<file path="config.mk">
export PLATFORM = sky130hd
export DESIGN_NAME = cpu_axi_bridge
export DESIGN_NICKNAME = d
export VERILOG_FILES = /design/src/hw/axi_bridge_pkg.sv /design/src/hw/bus_arbiter.sv /design/src/hw/cpu_axi_bridge.sv /design/src/hw/data_port.sv /design/src/hw/fetch_port.sv
export SDC_FILE = /design/constraint.sdc
export NUM_CORES = 1
export LEC_CHECK = 0
export ABC_CLOCK_PERIOD_IN_PS = 11900
export BUFFER_PORTS_ARGS = -buffer_cell sky130_fd_sc_hd__buf_4
export CAP_MARGIN = 25
export CELL_PAD_IN_SITES_DETAIL_PLACEMENT = 1
export CELL_PAD_IN_SITES_GLOBAL_PLACEMENT = 1
export CORE_AREA = 2 2 173 175
export DETAILED_ROUTE_END_ITERATION = 8
export DIE_AREA = 0 0 175 177
export PLACE_DENSITY_LB_ADDON = 0.1
export SLEW_MARGIN = 5
export SYNTH_ARGS = -nofsm -noshare
export SYNTH_HDL_FRONTEND = slang
export SYNTH_SLANG_ARGS = --single-unit
export TNS_END_PERCENT = 50
</file>
<file path="constraint.sdc">
create_clock -name ACLK -period 11.9 [get_ports ACLK]
set_input_delay 0 -clock ACLK [delete_from_list [all_inputs] [get_ports ACLK]]
set_output_delay 0 -clock ACLK [all_outputs]
set_load 0.05 [all_outputs]
</file>
<file path="src/hw/axi_bridge_pkg.sv">
package axi_bridge_pkg;

    // Bus geometry, single-beat word transfers only
    localparam int ADDR_W = 32;
    localparam int DATA_W = 32;
    localparam int STRB_W = DATA_W / 8;
    localparam int ID_W   = 4;

    typedef logic [ADDR_W-1:0] addr_t;
    typedef logic [DATA_W-1:0] word_t;
    typedef logic [STRB_W-1:0] strb_t;
    typedef logic [ID_W-1:0]   id_t;

    // Default requester IDs
    localparam id_t FETCH_ID = id_t'(0);
    localparam id_t DATA_ID  = id_t'(1);

    typedef enum logic [1:0] {
        F_IDLE,
        F_READ_ADDR,
        F_READ_DATA,
        F_SAVE
    } fetch_state_t;

    typedef enum logic [2:0] {
        D_IDLE,
        D_WRITE_ADDR,
        D_WRITE_DATA,
        D_WRITE_RESP,
        D_READ_ADDR,
        D_READ_DATA,
        D_SAVE
    } data_state_t;

    // Current owner of the shared master port
    typedef enum logic [1:0] {
        ARB_IDLE,
        FETCH_OWNS,
        DATA_OWNS
    } arb_state_t;

endpackage

</file>
<file path="src/hw/bus_arbiter.sv">
`timescale 1ns/1ps

module bus_arbiter #(
    parameter axi_bridge_pkg::id_t FETCH_ID = axi_bridge_pkg::FETCH_ID,
    parameter axi_bridge_pkg::id_t DATA_ID  = axi_bridge_pkg::DATA_ID
) (
    input  logic                  ACLK,
    input  logic                  ARESETn,
    // Fetch requester
    input  logic                  f_arvalid_i,
    input  axi_bridge_pkg::addr_t f_araddr_i,
    output logic                  f_arready_o,
    output logic                  f_rvalid_o,
    output axi_bridge_pkg::word_t f_rdata_o,
    input  logic                  f_rready_i,
    // Data requester
    input  logic                  d_arvalid_i,
    input  axi_bridge_pkg::addr_t d_araddr_i,
    output logic                  d_arready_o,
    output logic                  d_rvalid_o,
    output axi_bridge_pkg::word_t d_rdata_o,
    input  logic                  d_rready_i,
    input  logic                  d_awvalid_i,
    input  axi_bridge_pkg::addr_t d_awaddr_i,
    output logic                  d_awready_o,
    input  logic                  d_wvalid_i,
    input  axi_bridge_pkg::word_t d_wdata_i,
    input  axi_bridge_pkg::strb_t d_wstrb_i,
    output logic                  d_wready_o,
    output logic                  d_bvalid_o,
    input  logic                  d_bready_i,
    // Shared AXI master port
    output logic                  ARVALID_o,
    output axi_bridge_pkg::id_t   ARID_o,
    output axi_bridge_pkg::addr_t ARADDR_o,
    input  logic                  ARREADY_i,
    input  logic                  RVALID_i,
    input  axi_bridge_pkg::word_t RDATA_i,
    output logic                  RREADY_o,
    output logic                  AWVALID_o,
    output axi_bridge_pkg::id_t   AWID_o,
    output axi_bridge_pkg::addr_t AWADDR_o,
    input  logic                  AWREADY_i,
    output logic                  WVALID_o,
    output axi_bridge_pkg::word_t WDATA_o,
    output axi_bridge_pkg::strb_t WSTRB_o,
    input  logic                  WREADY_i,
    input  logic                  BVALID_i,
    output logic                  BREADY_o
);

    import axi_bridge_pkg::*;

    arb_state_t state_r;
    logic       fetch_owns;
    logic       data_owns;
    logic       txn_done;

    assign fetch_owns = (state_r == FETCH_OWNS);
    assign data_owns  = (state_r == DATA_OWNS);
    // Grant ends on the read data or write response transfer
    assign txn_done   = (RVALID_i && RREADY_o) || (BVALID_i && BREADY_o);

    always_ff @(posedge ACLK or negedge ARESETn) begin
        if (!ARESETn) begin
            state_r <= ARB_IDLE;
        end else if (state_r == ARB_IDLE) begin
            // Data port wins a tie
            if (d_arvalid_i || d_awvalid_i) begin
                state_r <= DATA_OWNS;
            end else if (f_arvalid_i) begin
                state_r <= FETCH_OWNS;
            end
        end else if (txn_done) begin
            state_r <= ARB_IDLE;
        end
    end

    // Read channels go to whichever port owns the bus
    assign ARVALID_o = (fetch_owns && f_arvalid_i) || (data_owns && d_arvalid_i);
    assign ARID_o    = fetch_owns ? FETCH_ID : DATA_ID;
    assign ARADDR_o  = fetch_owns ? f_araddr_i : d_araddr_i;
    assign RREADY_o  = (fetch_owns && f_rready_i) || (data_owns && d_rready_i);

    assign f_arready_o = fetch_owns && ARREADY_i;
    assign f_rvalid_o  = fetch_owns && RVALID_i;
    assign f_rdata_o   = RDATA_i;
    assign d_arready_o = data_owns && ARREADY_i;
    assign d_rvalid_o  = data_owns && RVALID_i;
    assign d_rdata_o   = RDATA_i;

    // Only the data port writes
    assign AWVALID_o   = data_owns && d_awvalid_i;
    assign AWID_o      = DATA_ID;
    assign AWADDR_o    = d_awaddr_i;
    assign WVALID_o    = data_owns && d_wvalid_i;
    assign WDATA_o     = d_wdata_i;
    assign WSTRB_o     = d_wstrb_i;
    assign BREADY_o    = data_owns && d_bready_i;
    assign d_awready_o = data_owns && AWREADY_i;
    assign d_wready_o  = data_owns && WREADY_i;
    assign d_bvalid_o  = data_owns && BVALID_i;

endmodule

</file>
<file path="src/hw/cpu_axi_bridge.sv">
`timescale 1ns/1ps

module cpu_axi_bridge #(
    parameter axi_bridge_pkg::id_t FETCH_ID = axi_bridge_pkg::FETCH_ID,
    parameter axi_bridge_pkg::id_t DATA_ID  = axi_bridge_pkg::DATA_ID
) (
    input  logic                  ACLK,
    input  logic                  ARESETn,
    // CPU instruction side
    input  axi_bridge_pkg::addr_t pc_i,
    output axi_bridge_pkg::word_t insn_o,
    output axi_bridge_pkg::addr_t insn_addr_o,
    output logic                  insn_valid_o,
    // CPU data side
    input  logic                  load_i,
    input  logic                  store_i,
    input  axi_bridge_pkg::addr_t addr_i,
    input  axi_bridge_pkg::word_t wdata_i,
    input  axi_bridge_pkg::strb_t web_i,
    output axi_bridge_pkg::word_t rd_data_o,
    output axi_bridge_pkg::addr_t rd_addr_o,
    output logic                  rd_valid_o,
    output axi_bridge_pkg::addr_t wr_addr_o,
    output axi_bridge_pkg::word_t wr_data_o,
    output logic                  wr_valid_o,
    // AXI master port
    output logic                  ARVALID_o,
    output axi_bridge_pkg::id_t   ARID_o,
    output axi_bridge_pkg::addr_t ARADDR_o,
    input  logic                  ARREADY_i,
    input  logic                  RVALID_i,
    input  axi_bridge_pkg::word_t RDATA_i,
    output logic                  RREADY_o,
    output logic                  AWVALID_o,
    output axi_bridge_pkg::id_t   AWID_o,
    output axi_bridge_pkg::addr_t AWADDR_o,
    input  logic                  AWREADY_i,
    output logic                  WVALID_o,
    output axi_bridge_pkg::word_t WDATA_o,
    output axi_bridge_pkg::strb_t WSTRB_o,
    input  logic                  WREADY_i,
    input  logic                  BVALID_i,
    output logic                  BREADY_o
);

    import axi_bridge_pkg::*;

    // Fetch port to arbiter
    logic  f_arvalid;
    addr_t f_araddr;
    logic  f_arready;
    logic  f_rvalid;
    word_t f_rdata;
    logic  f_rready;

    // Data port to arbiter
    logic  d_arvalid;
    addr_t d_araddr;
    logic  d_arready;
    logic  d_rvalid;
    word_t d_rdata;
    logic  d_rready;
    logic  d_awvalid;
    addr_t d_awaddr;
    logic  d_awready;
    logic  d_wvalid;
    word_t d_wdata;
    strb_t d_wstrb;
    logic  d_wready;
    logic  d_bvalid;
    logic  d_bready;

    fetch_port i_fetch_port (
        .ACLK         (ACLK),
        .ARESETn      (ARESETn),
        .pc_i         (pc_i),
        .insn_o       (insn_o),
        .insn_addr_o  (insn_addr_o),
        .insn_valid_o (insn_valid_o),
        .arvalid_o    (f_arvalid),
        .araddr_o     (f_araddr),
        .arready_i    (f_arready),
        .rvalid_i     (f_rvalid),
        .rdata_i      (f_rdata),
        .rready_o     (f_rready)
    );

    data_port i_data_port (
        .ACLK       (ACLK),
        .ARESETn    (ARESETn),
        .load_i     (load_i),
        .store_i    (store_i),
        .addr_i     (addr_i),
        .wdata_i    (wdata_i),
        .web_i      (web_i),
        .rd_data_o  (rd_data_o),
        .rd_addr_o  (rd_addr_o),
        .rd_valid_o (rd_valid_o),
        .wr_addr_o  (wr_addr_o),
        .wr_data_o  (wr_data_o),
        .wr_valid_o (wr_valid_o),
        .arvalid_o  (d_arvalid),
        .araddr_o   (d_araddr),
        .arready_i  (d_arready),
        .rvalid_i   (d_rvalid),
        .rdata_i    (d_rdata),
        .rready_o   (d_rready),
        .awvalid_o  (d_awvalid),
        .awaddr_o   (d_awaddr),
        .awready_i  (d_awready),
        .wvalid_o   (d_wvalid),
        .wdata_o    (d_wdata),
        .wstrb_o    (d_wstrb),
        .wready_i   (d_wready),
        .bvalid_i   (d_bvalid),
        .bready_o   (d_bready)
    );

    bus_arbiter #(
        .FETCH_ID (FETCH_ID),
        .DATA_ID  (DATA_ID)
    ) i_bus_arbiter (
        .ACLK        (ACLK),
        .ARESETn     (ARESETn),
        .f_arvalid_i (f_arvalid),
        .f_araddr_i  (f_araddr),
        .f_arready_o (f_arready),
        .f_rvalid_o  (f_rvalid),
        .f_rdata_o   (f_rdata),
        .f_rready_i  (f_rready),
        .d_arvalid_i (d_arvalid),
        .d_araddr_i  (d_araddr),
        .d_arready_o (d_arready),
        .d_rvalid_o  (d_rvalid),
        .d_rdata_o   (d_rdata),
        .d_rready_i  (d_rready),
        .d_awvalid_i (d_awvalid),
        .d_awaddr_i  (d_awaddr),
        .d_awready_o (d_awready),
        .d_wvalid_i  (d_wvalid),
        .d_wdata_i   (d_wdata),
        .d_wstrb_i   (d_wstrb),
        .d_wready_o  (d_wready),
        .d_bvalid_o  (d_bvalid),
        .d_bready_i  (d_bready),
        .ARVALID_o   (ARVALID_o),
        .ARID_o      (ARID_o),
        .ARADDR_o    (ARADDR_o),
        .ARREADY_i   (ARREADY_i),
        .RVALID_i    (RVALID_i),
        .RDATA_i     (RDATA_i),
        .RREADY_o    (RREADY_o),
        .AWVALID_o   (AWVALID_o),
        .AWID_o      (AWID_o),
        .AWADDR_o    (AWADDR_o),
        .AWREADY_i   (AWREADY_i),
        .WVALID_o    (WVALID_o),
        .WDATA_o     (WDATA_o),
        .WSTRB_o     (WSTRB_o),
        .WREADY_i    (WREADY_i),
        .BVALID_i    (BVALID_i),
        .BREADY_o    (BREADY_o)
    );

endmodule

</file>
<file path="src/hw/data_port.sv">
`timescale 1ns/1ps

module data_port (
    input  logic                  ACLK,
    input  logic                  ARESETn,
    input  logic                  load_i,
    input  logic                  store_i,
    input  axi_bridge_pkg::addr_t addr_i,
    input  axi_bridge_pkg::word_t wdata_i,
    input  axi_bridge_pkg::strb_t web_i,
    output axi_bridge_pkg::word_t rd_data_o,
    output axi_bridge_pkg::addr_t rd_addr_o,
    output logic                  rd_valid_o,
    output axi_bridge_pkg::addr_t wr_addr_o,
    output axi_bridge_pkg::word_t wr_data_o,
    output logic                  wr_valid_o,
    // AR channel
    output logic                  arvalid_o,
    output axi_bridge_pkg::addr_t araddr_o,
    input  logic                  arready_i,
    // R channel
    input  logic                  rvalid_i,
    input  axi_bridge_pkg::word_t rdata_i,
    output logic                  rready_o,
    // AW channel
    output logic                  awvalid_o,
    output axi_bridge_pkg::addr_t awaddr_o,
    input  logic                  awready_i,
    // W channel
    output logic                  wvalid_o,
    output axi_bridge_pkg::word_t wdata_o,
    output axi_bridge_pkg::strb_t wstrb_o,
    input  logic                  wready_i,
    // B channel
    input  logic                  bvalid_i,
    output logic                  bready_o
);

    import axi_bridge_pkg::*;

    data_state_t state_r;
    data_state_t state_nxt;
    addr_t       addr_r;
    word_t       wdata_r;
    strb_t       wstrb_r;
    word_t       rd_data_r;
    addr_t       rd_addr_r;
    logic        rd_valid_r;
    addr_t       wr_addr_r;
    word_t       wr_data_r;
    logic        wr_valid_r;
    logic        new_store;
    logic        new_load;

    // A request already completed is not issued again
    assign new_store = store_i &&
                       (!wr_valid_r || (wr_addr_r != addr_i) || (wr_data_r != wdata_i));
    assign new_load  = load_i && (!rd_valid_r || (rd_addr_r != addr_i));

    always_comb begin
        state_nxt = state_r;
        case (state_r)
            D_IDLE: begin
                if (new_store) begin
                    state_nxt = D_WRITE_ADDR;
                end else if (new_load) begin
                    state_nxt = D_READ_ADDR;
                end
            end
            D_WRITE_ADDR: begin
                if (awvalid_o && awready_i) begin
                    state_nxt = D_WRITE_DATA;
                end
            end
            D_WRITE_DATA: begin
                if (wvalid_o && wready_i) begin
                    state_nxt = D_WRITE_RESP;
                end
            end
            D_WRITE_RESP: begin
                if (bvalid_i && bready_o) begin
                    state_nxt = D_IDLE;
                end
            end
            D_READ_ADDR: begin
                if (arvalid_o && arready_i) begin
                    state_nxt = D_READ_DATA;
                end
            end
            D_READ_DATA: begin
                if (rvalid_i && rready_o) begin
                    state_nxt = D_SAVE;
                end
            end
            default: begin
                state_nxt = D_IDLE;
            end
        endcase
    end

    always_ff @(posedge ACLK or negedge ARESETn) begin
        if (!ARESETn) begin
            state_r    <= D_IDLE;
            rd_valid_r <= 1'b0;
            wr_valid_r <= 1'b0;
        end else begin
            state_r <= state_nxt;
            if (bvalid_i && bready_o) begin
                wr_valid_r <= 1'b1;
                // Held load may now be stale
                rd_valid_r <= 1'b0;
            end else if (rvalid_i && rready_o) begin
                rd_valid_r <= 1'b1;
            end
        end
    end

    always_ff @(posedge ACLK) begin
        if (state_r == D_IDLE) begin
            addr_r  <= addr_i;
            wdata_r <= wdata_i;
            wstrb_r <= ~web_i;
        end
        if (bvalid_i && bready_o) begin
            wr_addr_r <= addr_r;
            wr_data_r <= wdata_r;
        end
        if (rvalid_i && rready_o) begin
            rd_data_r <= rdata_i;
            rd_addr_r <= addr_r;
        end
    end

    assign arvalid_o  = (state_r == D_READ_ADDR);
    assign araddr_o   = addr_r;
    assign rready_o   = (state_r == D_READ_DATA);
    assign awvalid_o  = (state_r == D_WRITE_ADDR);
    assign awaddr_o   = addr_r;
    assign wvalid_o   = (state_r == D_WRITE_DATA);
    assign wdata_o    = wdata_r;
    assign wstrb_o    = wstrb_r;
    assign bready_o   = (state_r == D_WRITE_RESP);
    assign rd_data_o  = rd_data_r;
    assign rd_addr_o  = rd_addr_r;
    assign rd_valid_o = rd_valid_r;
    assign wr_addr_o  = wr_addr_r;
    assign wr_data_o  = wr_data_r;
    assign wr_valid_o = wr_valid_r;

endmodule

</file>
<file path="src/hw/fetch_port.sv">
`timescale 1ns/1ps

module fetch_port (
    input  logic                  ACLK,
    input  logic                  ARESETn,
    input  axi_bridge_pkg::addr_t pc_i,
    output axi_bridge_pkg::word_t insn_o,
    output axi_bridge_pkg::addr_t insn_addr_o,
    output logic                  insn_valid_o,
    // AR channel
    output logic                  arvalid_o,
    output axi_bridge_pkg::addr_t araddr_o,
    input  logic                  arready_i,
    // R channel
    input  logic                  rvalid_i,
    input  axi_bridge_pkg::word_t rdata_i,
    output logic                  rready_o
);

    import axi_bridge_pkg::*;

    fetch_state_t state_r;
    fetch_state_t state_nxt;
    addr_t        araddr_r;
    word_t        insn_r;
    addr_t        insn_addr_r;
    logic         insn_valid_r;
    logic         ar_done;
    logic         r_done;

    assign ar_done = arvalid_o && arready_i;
    assign r_done  = rvalid_i && rready_o;

    always_comb begin
        state_nxt = state_r;
        case (state_r)
            F_IDLE: begin
                // Fetch only when the PC moved or nothing is held yet
                if (!insn_valid_r || (insn_addr_r != pc_i)) begin
                    state_nxt = F_READ_ADDR;
                end
            end
            F_READ_ADDR: begin
                if (ar_done) begin
                    state_nxt = F_READ_DATA;
                end
            end
            F_READ_DATA: begin
                if (r_done) begin
                    state_nxt = F_SAVE;
                end
            end
            default: begin
                state_nxt = F_IDLE;
            end
        endcase
    end

    always_ff @(posedge ACLK or negedge ARESETn) begin
        if (!ARESETn) begin
            state_r      <= F_IDLE;
            insn_valid_r <= 1'b0;
        end else begin
            state_r <= state_nxt;
            if (r_done) begin
                insn_valid_r <= 1'b1;
            end
        end
    end

    // PC tracked while idle, frozen once the read starts
    always_ff @(posedge ACLK) begin
        if (state_r == F_IDLE) begin
            araddr_r <= pc_i;
        end
        if (r_done) begin
            insn_r      <= rdata_i;
            insn_addr_r <= araddr_r;
        end
    end

    assign arvalid_o    = (state_r == F_READ_ADDR);
    assign araddr_o     = araddr_r;
    assign rready_o     = (state_r == F_READ_DATA);
    assign insn_o       = insn_r;
    assign insn_addr_o  = insn_addr_r;
    assign insn_valid_o = insn_valid_r;

endmodule

</file>
### Yosys cells after proc, flatten, opt, wreduce, memory -nomap -nowiden

Index checks and enable logic that the tools add are counted.
Widths: inputs -> output; s select.

* memory bits (writable): 0
* register bits after elaboration: 302
* latch bits: 0
* ROM bits: 0
* input bits: 141
* output and inout bits: 308
* memories: 0

* $mul: 0
* shifts and indexed selects: 0
* multiplexer cells: 20
* reduce and logical (&&, ||, !) cells: 44
* bitwise gates (word level): 1
* order comparisons: 0
* eq/ne operators: 23
* div/mod/pow operators: 0
* add/subtract/negate cells: 0

Operator list (number)
* $ne 32x32->1: 4
* $mux 32: 1
* $logic_and 1x1->1: 25
* $mux 3: 7
* $pmux 3 s6: 1
* $mux 2: 7
* $ne 2x2->1 const B: 7
* $logic_or 1x1->1: 8
* $eq 3x2->1 const B: 2
* $eq 3x3->1 const B: 2
* $pmux 2 s3: 1
* $reduce_and 6->1: 1
* $eq 2x1->1 const B: 2
* $eq 2x2->1 const B: 2
* $logic_not 2->1: 2
* $not 4->4: 1
* $reduce_bool 2->1: 2
* $eq 3x1->1 const B: 1
* $logic_not 1->1: 3
* $logic_not 3->1: 1
* $mux 1: 3
* $ne 3x1->1 const B: 1
* $ne 3x2->1 const B: 1
* $reduce_and 3->1: 1
* other kinds (2): 2

### Logic depth before layout (Yosys ltp)

Gate-level depths: netlist (run 1).

* depth in word-level cells: 7
* depth in mapped cells: 7

### By module

A second synthesis (run 1) with hierarchy kept.

* cell total of the unflattened synthesis: 777
* area total of the unflattened synthesis: 12757.2 µm²

By module, submodules not included
* data_port: instances 1, area each 7592.3 µm², sequential area each 6010.8 µm², cells each 421
* fetch_port: instances 1, area each 3410.8 µm², sequential area each 2957.8 µm², cells each 156
* bus_arbiter: instances 1, area each 1754.2 µm², sequential area each 50.0 µm², cells each 200

### Worst setup path after synthesis (run 1)

No wires, ideal clock.

* kind: register -> register
* start: register i_data_port.state_r[1]
* end: register i_data_port.addr_r[0], in the netlist i_data_port.araddr_o[0] (enable)
* stages on the path, launching flop included: 3
* slack: 6.074 ns
* clock period less this slack: 5.826 ns
* data arrival time: 5.248 ns
* cells stage by stage: dfrtp_1 > clkbuf_1 > nor3_1

* longest elaborated chain between the ends: 1

RTL lines
* start: declaration: line data_port.sv:41 `data_state_t state_r;`
* start signal: assignment: line data_port.sv:107 `state_r <= state_nxt;`
* $logic_not 3->1: line data_port.sv:119 `if (state_r == D_IDLE) begin`
* end signal: assignment: line data_port.sv:120 `addr_r <= addr_i;`
* end: declaration: line data_port.sv:43 `addr_t addr_r;`

No other way between the ends.
A chain may end at the register's enable or synchronous reset.

### Worst setup path after layout (run 1)

* start: register i_fetch_port.state_r[0]
* end: register i_fetch_port.state_r[1]

* longest elaborated chain between the ends: 4
* elaborated cells on any way between the ends: 10
* those cells by class: eq/ne (5); mux (1); reduce/logical (4)

RTL lines
* start: declaration: line fetch_port.sv:22 `fetch_state_t state_r;`
* start signal: assignment: line fetch_port.sv:64 `state_r <= state_nxt;`
* $eq 2x1->1 / $eq 2x2->1 (equally long branches): line fetch_port.sv:36, fetch_port.sv:82, fetch_port.sv:84
* $logic_and 1x1->1 (on tied branches): line fetch_port.sv:31, fetch_port.sv:32
* $ne 2x2->1 (no line)
* $reduce_and 3->1 (no line)

Several ways; a longest one is shown, not always the timed one.

==> results.json, run 1 <==
{
  "outcome": "finished clean",
  "cap_violations": 0,
  "final.setup.tns_ps": 0,
  "fmax_mhz": 374,
  "wire_per_inst_um": 24.1,
  "yosysMostFrequentCell": "edfxtp_1",
  "critPathBufInv": 1,
  "reg2reg_from": "i_fetch_port.state_r[0]$_DFFE_PN0P_",
  "ys_warn_count": 0,
  "dieWidth_um": 175,
  "post-place-cells": 1431,
  "required_ps": 12290,
  "synthTopCellsByArea": "edfxtp_1 77%, xnor2_1 6.3%, mux2_2 2.8%",
  "p_leak_uw": 0.00684,
  "route.antenna.remaining_nets": 0,
  "grt_pass1_vias": 8626,
  "setup.worst_path.start_class": "flip-flop",
  "first_iter_violations": 386,
  "fp.coreArea_mm2": 0.0292,
  "finalClockSkew_ps": 21.0,
  "max-slew-margin-rel_pct": 32.4,
  "r2r_slack_ps": 9230,
  "grt.total_usage_pct": 25.1,
  "worst_pin_slew_ps": 1010,
  "drive_gt1_share_pct": 42.8,
  "cp_num_cells": 6,
  "port_buffers": 441,
  "grt_first_pass_wirelength_um": 56800,
  "holdBufCountCts": 140,
  "hold_viol_final": 0,
  "worstSetupStartpoint": "i_fetch_port.state_r[0]$_DFFE_PN0P_",
  "period_share_pct": 22.5,
  "start_util_pct": 38.8,
  "vias_per_cell": 4.81,
  "yosysSeqAreaShare_pct": 79.6,
  "clk_latency_ps": 510,
  "io_pins": 449,
  "slew_violations": 0,
  "grt_antenna_before_repair": 5,
  "overflow": 0,
  "reg2reg_depth": 6,
  "peakVddDrop_mv": 0.146,
  "synth_edf_count": 292,
  "total_power_uw": 3120,
  "root_buffer": "clkbuf_16",
  "die-area_mm2": 0.0310,
  "crit_fanout": 34,
  "crit_arrival_ps": 3060,
  "avgSynthCellArea_um2": 18.7,
  "synth_top_area_share_pct": 77.4,
  "timing.rr.end": "i_fetch_port.state_r[1]$_DFFE_PN0P_",
  "clk_pin_slew_ps": 60,
  "final_area_mm2": 0.0177,
  "num_vias": 7853,
  "dr.pass1.iters": 4,
  "grt_max_degree": 68,
  "ys_ff_latch": 302,
  "rows": 63,
  "synth_area_mm2": 0.0113,
  "endpoint": "i_fetch_port.state_r[1]$_DFFE_PN0P_",
  "fin_cells": 1634,
  "end_kind": "flip-flop",
  "cp_slowest_stage_delay_ps": 780,
  "worstSetupPathType": "flip-flop to flip-flop",
  "synth_top_area_cell": "edfxtp_1",
  "postCtsSetupRepairBufs": 0,
  "yosys-top-cells-count": "292 x edfxtp_1, 81 x xnor2_1, 35 x xor2_1",
  "nets": 1363,
  "setup_ws_ps": 9230,
  "cts_buffer_depth": 3,
  "ctsResizeCount": 0,
  "die_y_um": 177,
  "critPathTopFamily": "adder cells",
  "wl_um": 39300,
  "postPlaceCellArea_mm2": 0.0151,
  "gp_congestion": 0.823,
  "synth_cell_types": 46,
  "dp_hpwl_um": 27600,
  "tritoncts": "yes",
  "cp_cell_sequence": "inv_1, ha_2, nand4_1, or4_1, o21ai_2, mux2_1",
  "slowest_stage": "ha_2",
  "powerDensity_mw_per_mm2": 177,
  "cts_sinks": 302,
  "numCtsBuffers": 35,
  "dp_slack_ps": 9050,
  "htreeDepth": 2,
  "drc": 0,
  "synth-async-reset-ratio_pct": 3.31,
  "post-route-min-period_ps": 2670,
  "setup_viol": 0,
  "synthFlopType": "edfxtp_1",
  "syn-instance-count": 606,
  "rsz0062_at_grt": "false",
  "syn_to_final_growth_pct": 55.8,
  "hold_class": "input pin to flip-flop"
}
worst min-delay path by stage:
stage / from / cells past startpoint / slack, ps / end
global placement: ARESETn / 1 / -150 / i_data_port.wr_valid_o$_DFFE_PN0P_
finish: RVALID_i / 4 / 60 / i_bus_arbiter.state_r[0]$_DFFE_PN0P_
global route: RVALID_i / 4 / 80 / i_bus_arbiter.state_r[0]$_DFFE_PN0P_
detailed placement: ARESETn / 1 / -150 / i_data_port.wr_valid_o$_DFFE_PN0P_
CTS: RVALID_i / 4 / 50 / i_bus_arbiter.state_r[0]$_DFFE_PN0P_
floorplan: ARESETn / 0 / -300 / i_bus_arbiter.state_r[0]$_DFFE_PN0P_
power breakdown:
part	total, uW	internal [uW]	leakage (uW)	switching, uW
logic	757	260	0.00352	497
registers	1310	1270	0.00277	43.2
clock network	1050	636	0.000551	418
state kept, by name, indices dropped and copies added (netlist names), 2 cells and up:
signal	cells
i_bus_arbiter.state_r	2
i_data_port.araddr_o	32
i_data_port.rd_addr_o	32
i_data_port.rd_data_o	32
i_data_port.state_r	3
i_data_port.wdata_o	32
i_data_port.wr_addr_o	32
i_data_port.wr_data_o	32
i_data_port.wstrb_o	4
i_fetch_port.araddr_o	32
i_fetch_port.insn_addr_o	32
i_fetch_port.insn_o	32
i_fetch_port.state_r	2
tightest hold or removal path, stage by stage:
cell    delay, ps
buf_4         110
and3_2        180
nor3_1         60
a21o_1        180
area by class of cell:
cell class / count / area, um2
Fill cell: 2747 / 11600
Multi-Input combinational cell: 275 / 2210
Clock inverter: 14 / 141
Antenna cell: 2 / 5.00
Tap cell: 390 / 488
Timing Repair Buffer: 585 / 4750
Sequential cell: 302 / 9020
Inverter: 20 / 75.1
Clock buffer: 46 / 970
layer usage:
metal | up-vias | track usage [%] | part of all wire, %
met5 | - | 0 | 0
met4 | 0 | 7.22 | 2.5
met3 | 56 | 7.99 | 8.7
met2 | 345 | 44.2 | 51
met1 | 3940 | 29.6 | 38
li1 | 3512 | - | -
cells by family after synthesis:
| logic type | share of synthesized area [%] |
|---|---|
| AND/OR/NAND/NOR | 4.49 |
| other | 0.0662 |
| XOR/XNOR | 8.96 |
| multiplexers | 3.45 |
| buffers and inverters | 1.39 |
| flip-flops | 79.6 |
| AO/OA/AOI/OAI | 1.74 |
| adder cells (fa/ha/maj) | 0.331 |
cell usage in the layout, fill, tap and decap left out, drive strengths merged, types with 3 or more instances in the layout:
master	Yosys	final
nand2b	8	8
clkbuf	4	46
xnor2	81	81
o2111ai	3	3
nand3	4	4
nand2	7	7
mux2	33	33
dfrtp	10	10
nor4	12	12
dlygate4sd3	0	140
o22ai	3	3
or2	3	3
conb	2	7
nand4	22	22
nor2	13	13
ha	3	3
nor3	5	5
inv	19	19
buf	10	445
nor2b	7	7
xor2	35	35
clkinv	1	12
edfxtp	292	292
bufinv	0	3
and3	4	4
metrics by stage:
step	hold slack, ps	utilization [%]
after floorplan	-296	-
after global placement	-151	51.7
after detailed placement	-148	51.7
after CTS	45.4	60.3
after global routing	80.5	60.4
final	58.0	60.4
Power figures use the tool's default switching activity.
==> run 2, diff against run 1 <==
--- a/config.mk
+++ b/config.mk
@@ -5,14 +5,15 @@
 export SDC_FILE = /design/constraint.sdc
 export NUM_CORES = 1
 export LEC_CHECK = 0
-export ABC_CLOCK_PERIOD_IN_PS = 11900
+export ABC_CLOCK_PERIOD_IN_PS = 2350
 export BUFFER_PORTS_ARGS = -buffer_cell sky130_fd_sc_hd__buf_4
 export CAP_MARGIN = 25
 export CELL_PAD_IN_SITES_DETAIL_PLACEMENT = 1
 export CELL_PAD_IN_SITES_GLOBAL_PLACEMENT = 1
-export CORE_AREA = 2 2 173 175
+export CORE_ASPECT_RATIO = 1.25
+export CORE_MARGIN = 2
+export CORE_UTILIZATION = 35
 export DETAILED_ROUTE_END_ITERATION = 8
-export DIE_AREA = 0 0 175 177
 export PLACE_DENSITY_LB_ADDON = 0.1
 export SLEW_MARGIN = 5
 export SYNTH_ARGS = -nofsm -noshare
==> constraint.sdc (replaced) <==
create_clock -name ACLK -period 2.35 [get_ports ACLK]
set_input_delay 0 -clock ACLK [delete_from_list [all_inputs] [get_ports ACLK]]
set_output_delay 0 -clock ACLK [all_outputs]
set_load 0.05 [all_outputs]
==> run 2 against run 1 <==
Compared with the run above: final area up 1.4%; global-route usage down 2.1 points; wire length down 0.10%; non-clock buffer count up 15; hold slack worse by 20 ps; cell count up 2.2%; critical path type unchanged; highest routed layer unchanged.
==> results.json, run 2 (synthesis gave the netlist of run 1 again) <==
{
  "dieWidth_um": 165,
  "dp_slack_ps": -442,
  "fmax_mhz": 449,
  "required_ps": 2740,
  "setup.worst_path.start_class": "flip-flop",
  "die_y_um": 205,
  "setup_viol": 0,
  "period_share_pct": 94.7,
  "layout_commonest_cell": "buf_4",
  "gp_congestion": 0.799,
  "max-slew-margin-rel_pct": 62.5,
  "powerDensity_mw_per_mm2": 874,
  "rows": 73,
  "wl_um": 39300,
  "timing.rr.end": "i_fetch_port.state_r[1]$_DFFE_PN0P_",
  "worst_pin_slew_ps": 562,
  "die-area_mm2": 0.0339,
  "syn_to_final_growth_pct": 57.9,
  "first_iter_violations": 468,
  "tritoncts": "yes",
  "crit_arrival_ps": 2620,
  "numCtsBuffers": 35,
  "io_pins": 449,
  "p_leak_uw": 0.00694,
  "clk_pin_slew_ps": 60,
  "cp_slowest_stage_delay_ps": 460,
  "critPathBufInv": 1,
  "grt.total_usage_pct": 23.0,
  "hp-start": "RVALID_i",
  "worstSetupPathType": "flip-flop to flip-flop",
  "power_frac_seq_pct": 42.5,
  "rsz0062_at_grt": "true",
  "grt_pass1_vias": 8734,
  "slew_violations": 0,
  "internal-power_uw": 10800,
  "multiInputGateArea_mm2": 0.00228,
  "port_buffers": 441,
  "start_util_pct": 35.6,
  "wire_per_inst_um": 23.5,
  "root_buffer": "clkbuf_16",
  "total_power_uw": 15600,
  "finalClockSkew_ps": 18.0,
  "cp_cell_sequence": "xor2_1, nor4_1, buf_4, nand4_1, or4_4, o21ai_4, mux2_4",
  "clkPwrFrac_pct": 32.4,
  "dp_hpwl_um": 28600,
  "p_comb_share_pct": 25.1,
  "crit_fanout": 2,
  "cts_sinks": 302,
  "hold_viol_final": 0,
  "critPathTopFamily": "simple AND/OR/NAND/NOR gates",
  "route.antenna.remaining_nets": 0,
  "overflow": 0,
  "end_kind": "flip-flop",
  "cp_num_cells": 7,
  "fillCellCount": 3044,
  "cts_buffer_depth": 3,
  "num_vias": 7779,
  "hold_depth": 2,
  "reg2reg_from": "i_fetch_port.insn_addr_o[12]$_DFFE_PP_",
  "cap_violations": 0,
  "drc": 0,
  "dr.pass1.iters": 4,
  "clk_latency_ps": 520,
  "grt_first_pass_wirelength_um": 56200,
  "nets": 1378,
  "outcome": "finished clean",
  "hold_path_end": "i_data_port.rd_addr_o[4]$_DFFE_PP_",
  "slowest_stage": "or4_4",
  "post-route-min-period_ps": 2220,
  "setup_ws_ps": 125,
  "swShare_pct": 31.3,
  "mostFrequentLayoutCells": "453 x buf_4, 292 x edfxtp_1, 139 x dlygate4sd3_1",
  "drive_gt1_share_pct": 44.1,
  "peakVddDrop_mv": 0.873,
  "fp.coreArea_mm2": 0.0319,
  "grt_max_degree": 60,
  "r2r_slack_ps": 130,
  "reg2reg_depth": 7,
  "htreeDepth": 2,
  "p_switching_uw": 4890,
  "regArea_mm2": 0.00902,
  "vias_per_cell": 4.66,
  "grt_antenna_before_repair": 0,
  "hold_class": "input pin to flip-flop",
  "final.setup.tns_ps": 0
}
run 2: area by class of cell:
type                    count  share of cell area [%]
diodes                      1                  0.0140
flip-flops and latches    302                    50.4
multi-input cells         275                    12.7
clock inverters            20                   0.657
well taps                 412                    2.88
inverters                  20                   0.419
clock buffers              40                    5.24
repair buffers            600                    27.7
run 2: worst max path at each step:
stage	start	end	slack [ps]
after floorplan	i_data_port.state_r[1]$_DFFE_PN0P_	i_data_port.araddr_o[0]$_DFFE_PP_	-280
after global placement	i_data_port.wr_addr_o[25]$_DFFE_PP_	i_data_port.state_r[2]$_DFFE_PN0P_	-350
after detailed placement	i_data_port.wr_addr_o[25]$_DFFE_PP_	i_data_port.state_r[2]$_DFFE_PN0P_	-440
after CTS	i_fetch_port.insn_addr_o[15]$_DFFE_PP_	i_fetch_port.state_r[1]$_DFFE_PN0P_	-9
after global routing	i_fetch_port.insn_addr_o[12]$_DFFE_PP_	i_fetch_port.state_r[1]$_DFFE_PN0P_	-4
final	i_fetch_port.insn_addr_o[12]$_DFFE_PP_	i_fetch_port.state_r[1]$_DFFE_PN0P_	130
run 2: repair_timing:
item,in CTS,in global routing
hold endpoints to repair,179,0
hold buffers,139,0
buffers inserted,1,1
cloned,0,0
setup endpoints to repair,3,17
gates resized for setup,5,5
pin swaps,5,2
run 2: power groups by stage:
stage,Sequential [uW],Clock [uW],Combinational (uW)
2_1_floorplan,7190,0,1830
4_1_cts,6650,5200,3950
5_1_grt,6690,5410,4120
3_5_place_dp,6750,0,3720
3_3_place_gp,6740,0,3710
6_report,6640,5070,3930
run 2: metrics by stage:
| step | utilization [%] | instance area, um2 | std cells | hold slack (ps) |
|---|---|---|---|---|
| 5_1_grt | 56.1 | 17900 | 1669 | 25.9 |
| 4_1_cts | 56.0 | 17900 | 1668 | 2.88 |
| 3_3_place_gp | 48.2 | 15400 | 1468 | -150 |
| 2_1_floorplan | - | 11400 | 611 | -296 |
| 6_report | 56.2 | 17900 | 1670 | 37.6 |
| 3_5_place_dp | 48.2 | 15400 | 1468 | -146 |
run 2: layer usage:
layer | share of wire (%) | wire length [um] | vias to the layer above | global-route usage, %
li1 | - | - | 3543 | -
met1 | 37 | 14400 | 3845 | 25.4
met2 | 52 | 20500 | 346 | 41.5
met3 | 8.6 | 3390 | 45 | 7.84
met4 | 2.5 | 971 | 0 | 6.93
met5 | 0 | 0 | - | 0
==> run 3, diff against run 2 <==
--- a/config.mk
+++ b/config.mk
@@ -15,6 +15,7 @@
 export CORE_UTILIZATION = 35
 export DETAILED_ROUTE_END_ITERATION = 8
 export PLACE_DENSITY_LB_ADDON = 0.1
+export SETUP_SLACK_MARGIN = 0.3
 export SLEW_MARGIN = 5
 export SYNTH_ARGS = -nofsm -noshare
 export SYNTH_HDL_FRONTEND = slang
==> run 3 against run 2 <==
Compared with the run above: die area did not move; clock skew down 3.1 ps; critical endpoint unchanged; clock power up 8.1%; maximum frequency decreased by 2.8%; sequential cell count unchanged; via count increased by 1.4%; non-clock buffer count up 4.
==> results.json, run 3 (synthesis gave the netlist of run 1 again) <==
{
  "outcome": "finished clean",
  "clk_pin_slew_ps": 60,
  "grt.total_usage_pct": 23.4,
  "hold_class": "input pin to flip-flop",
  "hold_ws_ps": 197,
  "powerDensity_mw_per_mm2": 891,
  "dr.pass1.iters": 6,
  "setup.worst_path.start_class": "flip-flop",
  "cts_sinks": 302,
  "dieWidth_um": 165,
  "rsz0062_at_grt": "true",
  "layout_commonest_cell": "buf_4",
  "required_ps": 2760,
  "post-route-util_pct": 56.5,
  "clkPwrFrac_pct": 34.1,
  "power_frac_seq_pct": 41.3,
  "root_buffer": "clkbuf_16",
  "cap_violations": 0,
  "drc": 0,
  "p_leak_uw": 0.00700,
  "crit_arrival_ps": 2700,
  "die_y_um": 205,
  "crit_fanout": 2,
  "finalClockSkew_ps": 14.9,
  "worstSetupPathType": "flip-flop to flip-flop",
  "syn_to_final_growth_pct": 59.0,
  "gp_congestion": 0.795,
  "port_buffers": 441,
  "setup_ws_ps": 61.4,
  "final.setup.tns_ps": 0,
  "tritoncts": "yes",
  "total_power_uw": 16100,
  "nets": 1383,
  "first_iter_violations": 458,
  "clk_latency_ps": 530,
  "cts_buffer_depth": 3,
  "swShare_pct": 31.2,
  "grt_pass1_vias": 8832,
  "dp_hpwl_um": 28900,
  "max-slew-margin-rel_pct": 61.5,
  "route.antenna.remaining_nets": 0,
  "grt_antenna_before_repair": 3,
  "die-area_mm2": 0.0339,
  "p_switching_uw": 5010,
  "worst_pin_slew_ps": 575,
  "grt_max_degree": 55,
  "p_comb_share_pct": 24.6,
  "peakVddDrop_mv": 0.743,
  "numCtsBuffers": 36,
  "internal-power_uw": 11000,
  "fmax_mhz": 437,
  "grt_first_pass_wirelength_um": 57000,
  "setup_viol": 0,
  "slew_violations": 0,
  "fp.coreArea_mm2": 0.0319,
  "rows": 73,
  "end_kind": "flip-flop",
  "reg2reg_depth": 7,
  "start_util_pct": 35.6,
  "hold_depth": 2,
  "overflow": 0,
  "drive_gt1_share_pct": 44.5,
  "post-route-min-period_ps": 2290,
  "htreeDepth": 2,
  "period_share_pct": 97.4,
  "hold_viol_final": 0,
  "num_vias": 7886,
  "io_pins": 449,
  "dp_slack_ps": -401,
  "wl_um": 40000,
  "vias_per_cell": 4.70,
  "wire_per_inst_um": 23.8,
  "mostFrequentLayoutCells": "457 x buf_4, 292 x edfxtp_1, 140 x dlygate4sd3_1"
}
run 3: timing repair:
item | CTS | global route
buffers inserted | 2 | 2
pin swaps | 7 | 1
hold endpoints to repair | 180 | 0
gates resized for setup | 11 | 4
gates cloned | 0 | 0
hold buffers | 140 | 0
endpoints found under the setup margin | 31 | 42
run 3: critical path, cell delays in order, from the launching register on:
cell      delay [ps]
edfxtp_1         400
xor2_1           160
nor4_1           270
buf_4            160
nand4_1          160
or4_4            530
o21ai_2          170
mux2_4           310
run 3: final cells by class:
| class | count | area, um2 |
|---|---|---|
| diodes | 3 | 7.51 |
| clock buffers | 48 | 967 |
| fillers | 3058 | 13900 |
| repair buffers | 604 | 4970 |
| inverters | 20 | 75.1 |
| multi-input cells | 275 | 2310 |
| clock inverters | 15 | 159 |
| flip-flops and latches | 302 | 9020 |
| well taps | 412 | 515 |
run 3: routing by layer:
metal  vias up  wire [um]  GRT usage [%]
li1       3554          -              -
met1      3892      14300           25.8
met2       371      20800           41.5
met3        69       3500           7.98
met4         0       1380           8.88
met5         -          0              0
run 3: power by group through the flow:
stage | Sequential (uW) | Clock (uW) | Combinational, uW
floorplan | 7190 | 0 | 1830
global placement | 6730 | 0 | 3700
detailed placement | 6750 | 0 | 3730
CTS | 6640 | 5590 | 3970
global route | 6680 | 5780 | 4140
finish | 6630 | 5480 | 3950
run 3: per-stage QoR:
step,instances,area [um2]
2_1_floorplan,611,11400
3_3_place_gp,1469,15400
3_5_place_dp,1469,15400
4_1_cts,1674,18000
5_1_grt,1678,18000
6_report,1679,18000
run 3: worst paths after layout:
kind / from / to / slack, ps
hold reg to reg: i_fetch_port.araddr_o[11]$_DFFE_PP_ / i_fetch_port.insn_addr_o[11]$_DFFE_PP_ / 440
setup / recovery: i_fetch_port.insn_addr_o[12]$_DFFE_PP_ / i_fetch_port.state_r[1]$_DFFE_PN0P_ / 60
min in group asynchronous: ARESETn / i_fetch_port.insn_valid_o$_DFFE_PN0P_ / 570
setup reg to reg: i_fetch_port.insn_addr_o[12]$_DFFE_PP_ / i_fetch_port.state_r[1]$_DFFE_PN0P_ / 60
hold / removal: RDATA_i[14] / i_data_port.rd_data_o[14]$_DFFE_PP_ / 200
max in group asynchronous: ARESETn / i_bus_arbiter.state_r[0]$_DFFE_PN0P_ / 1370
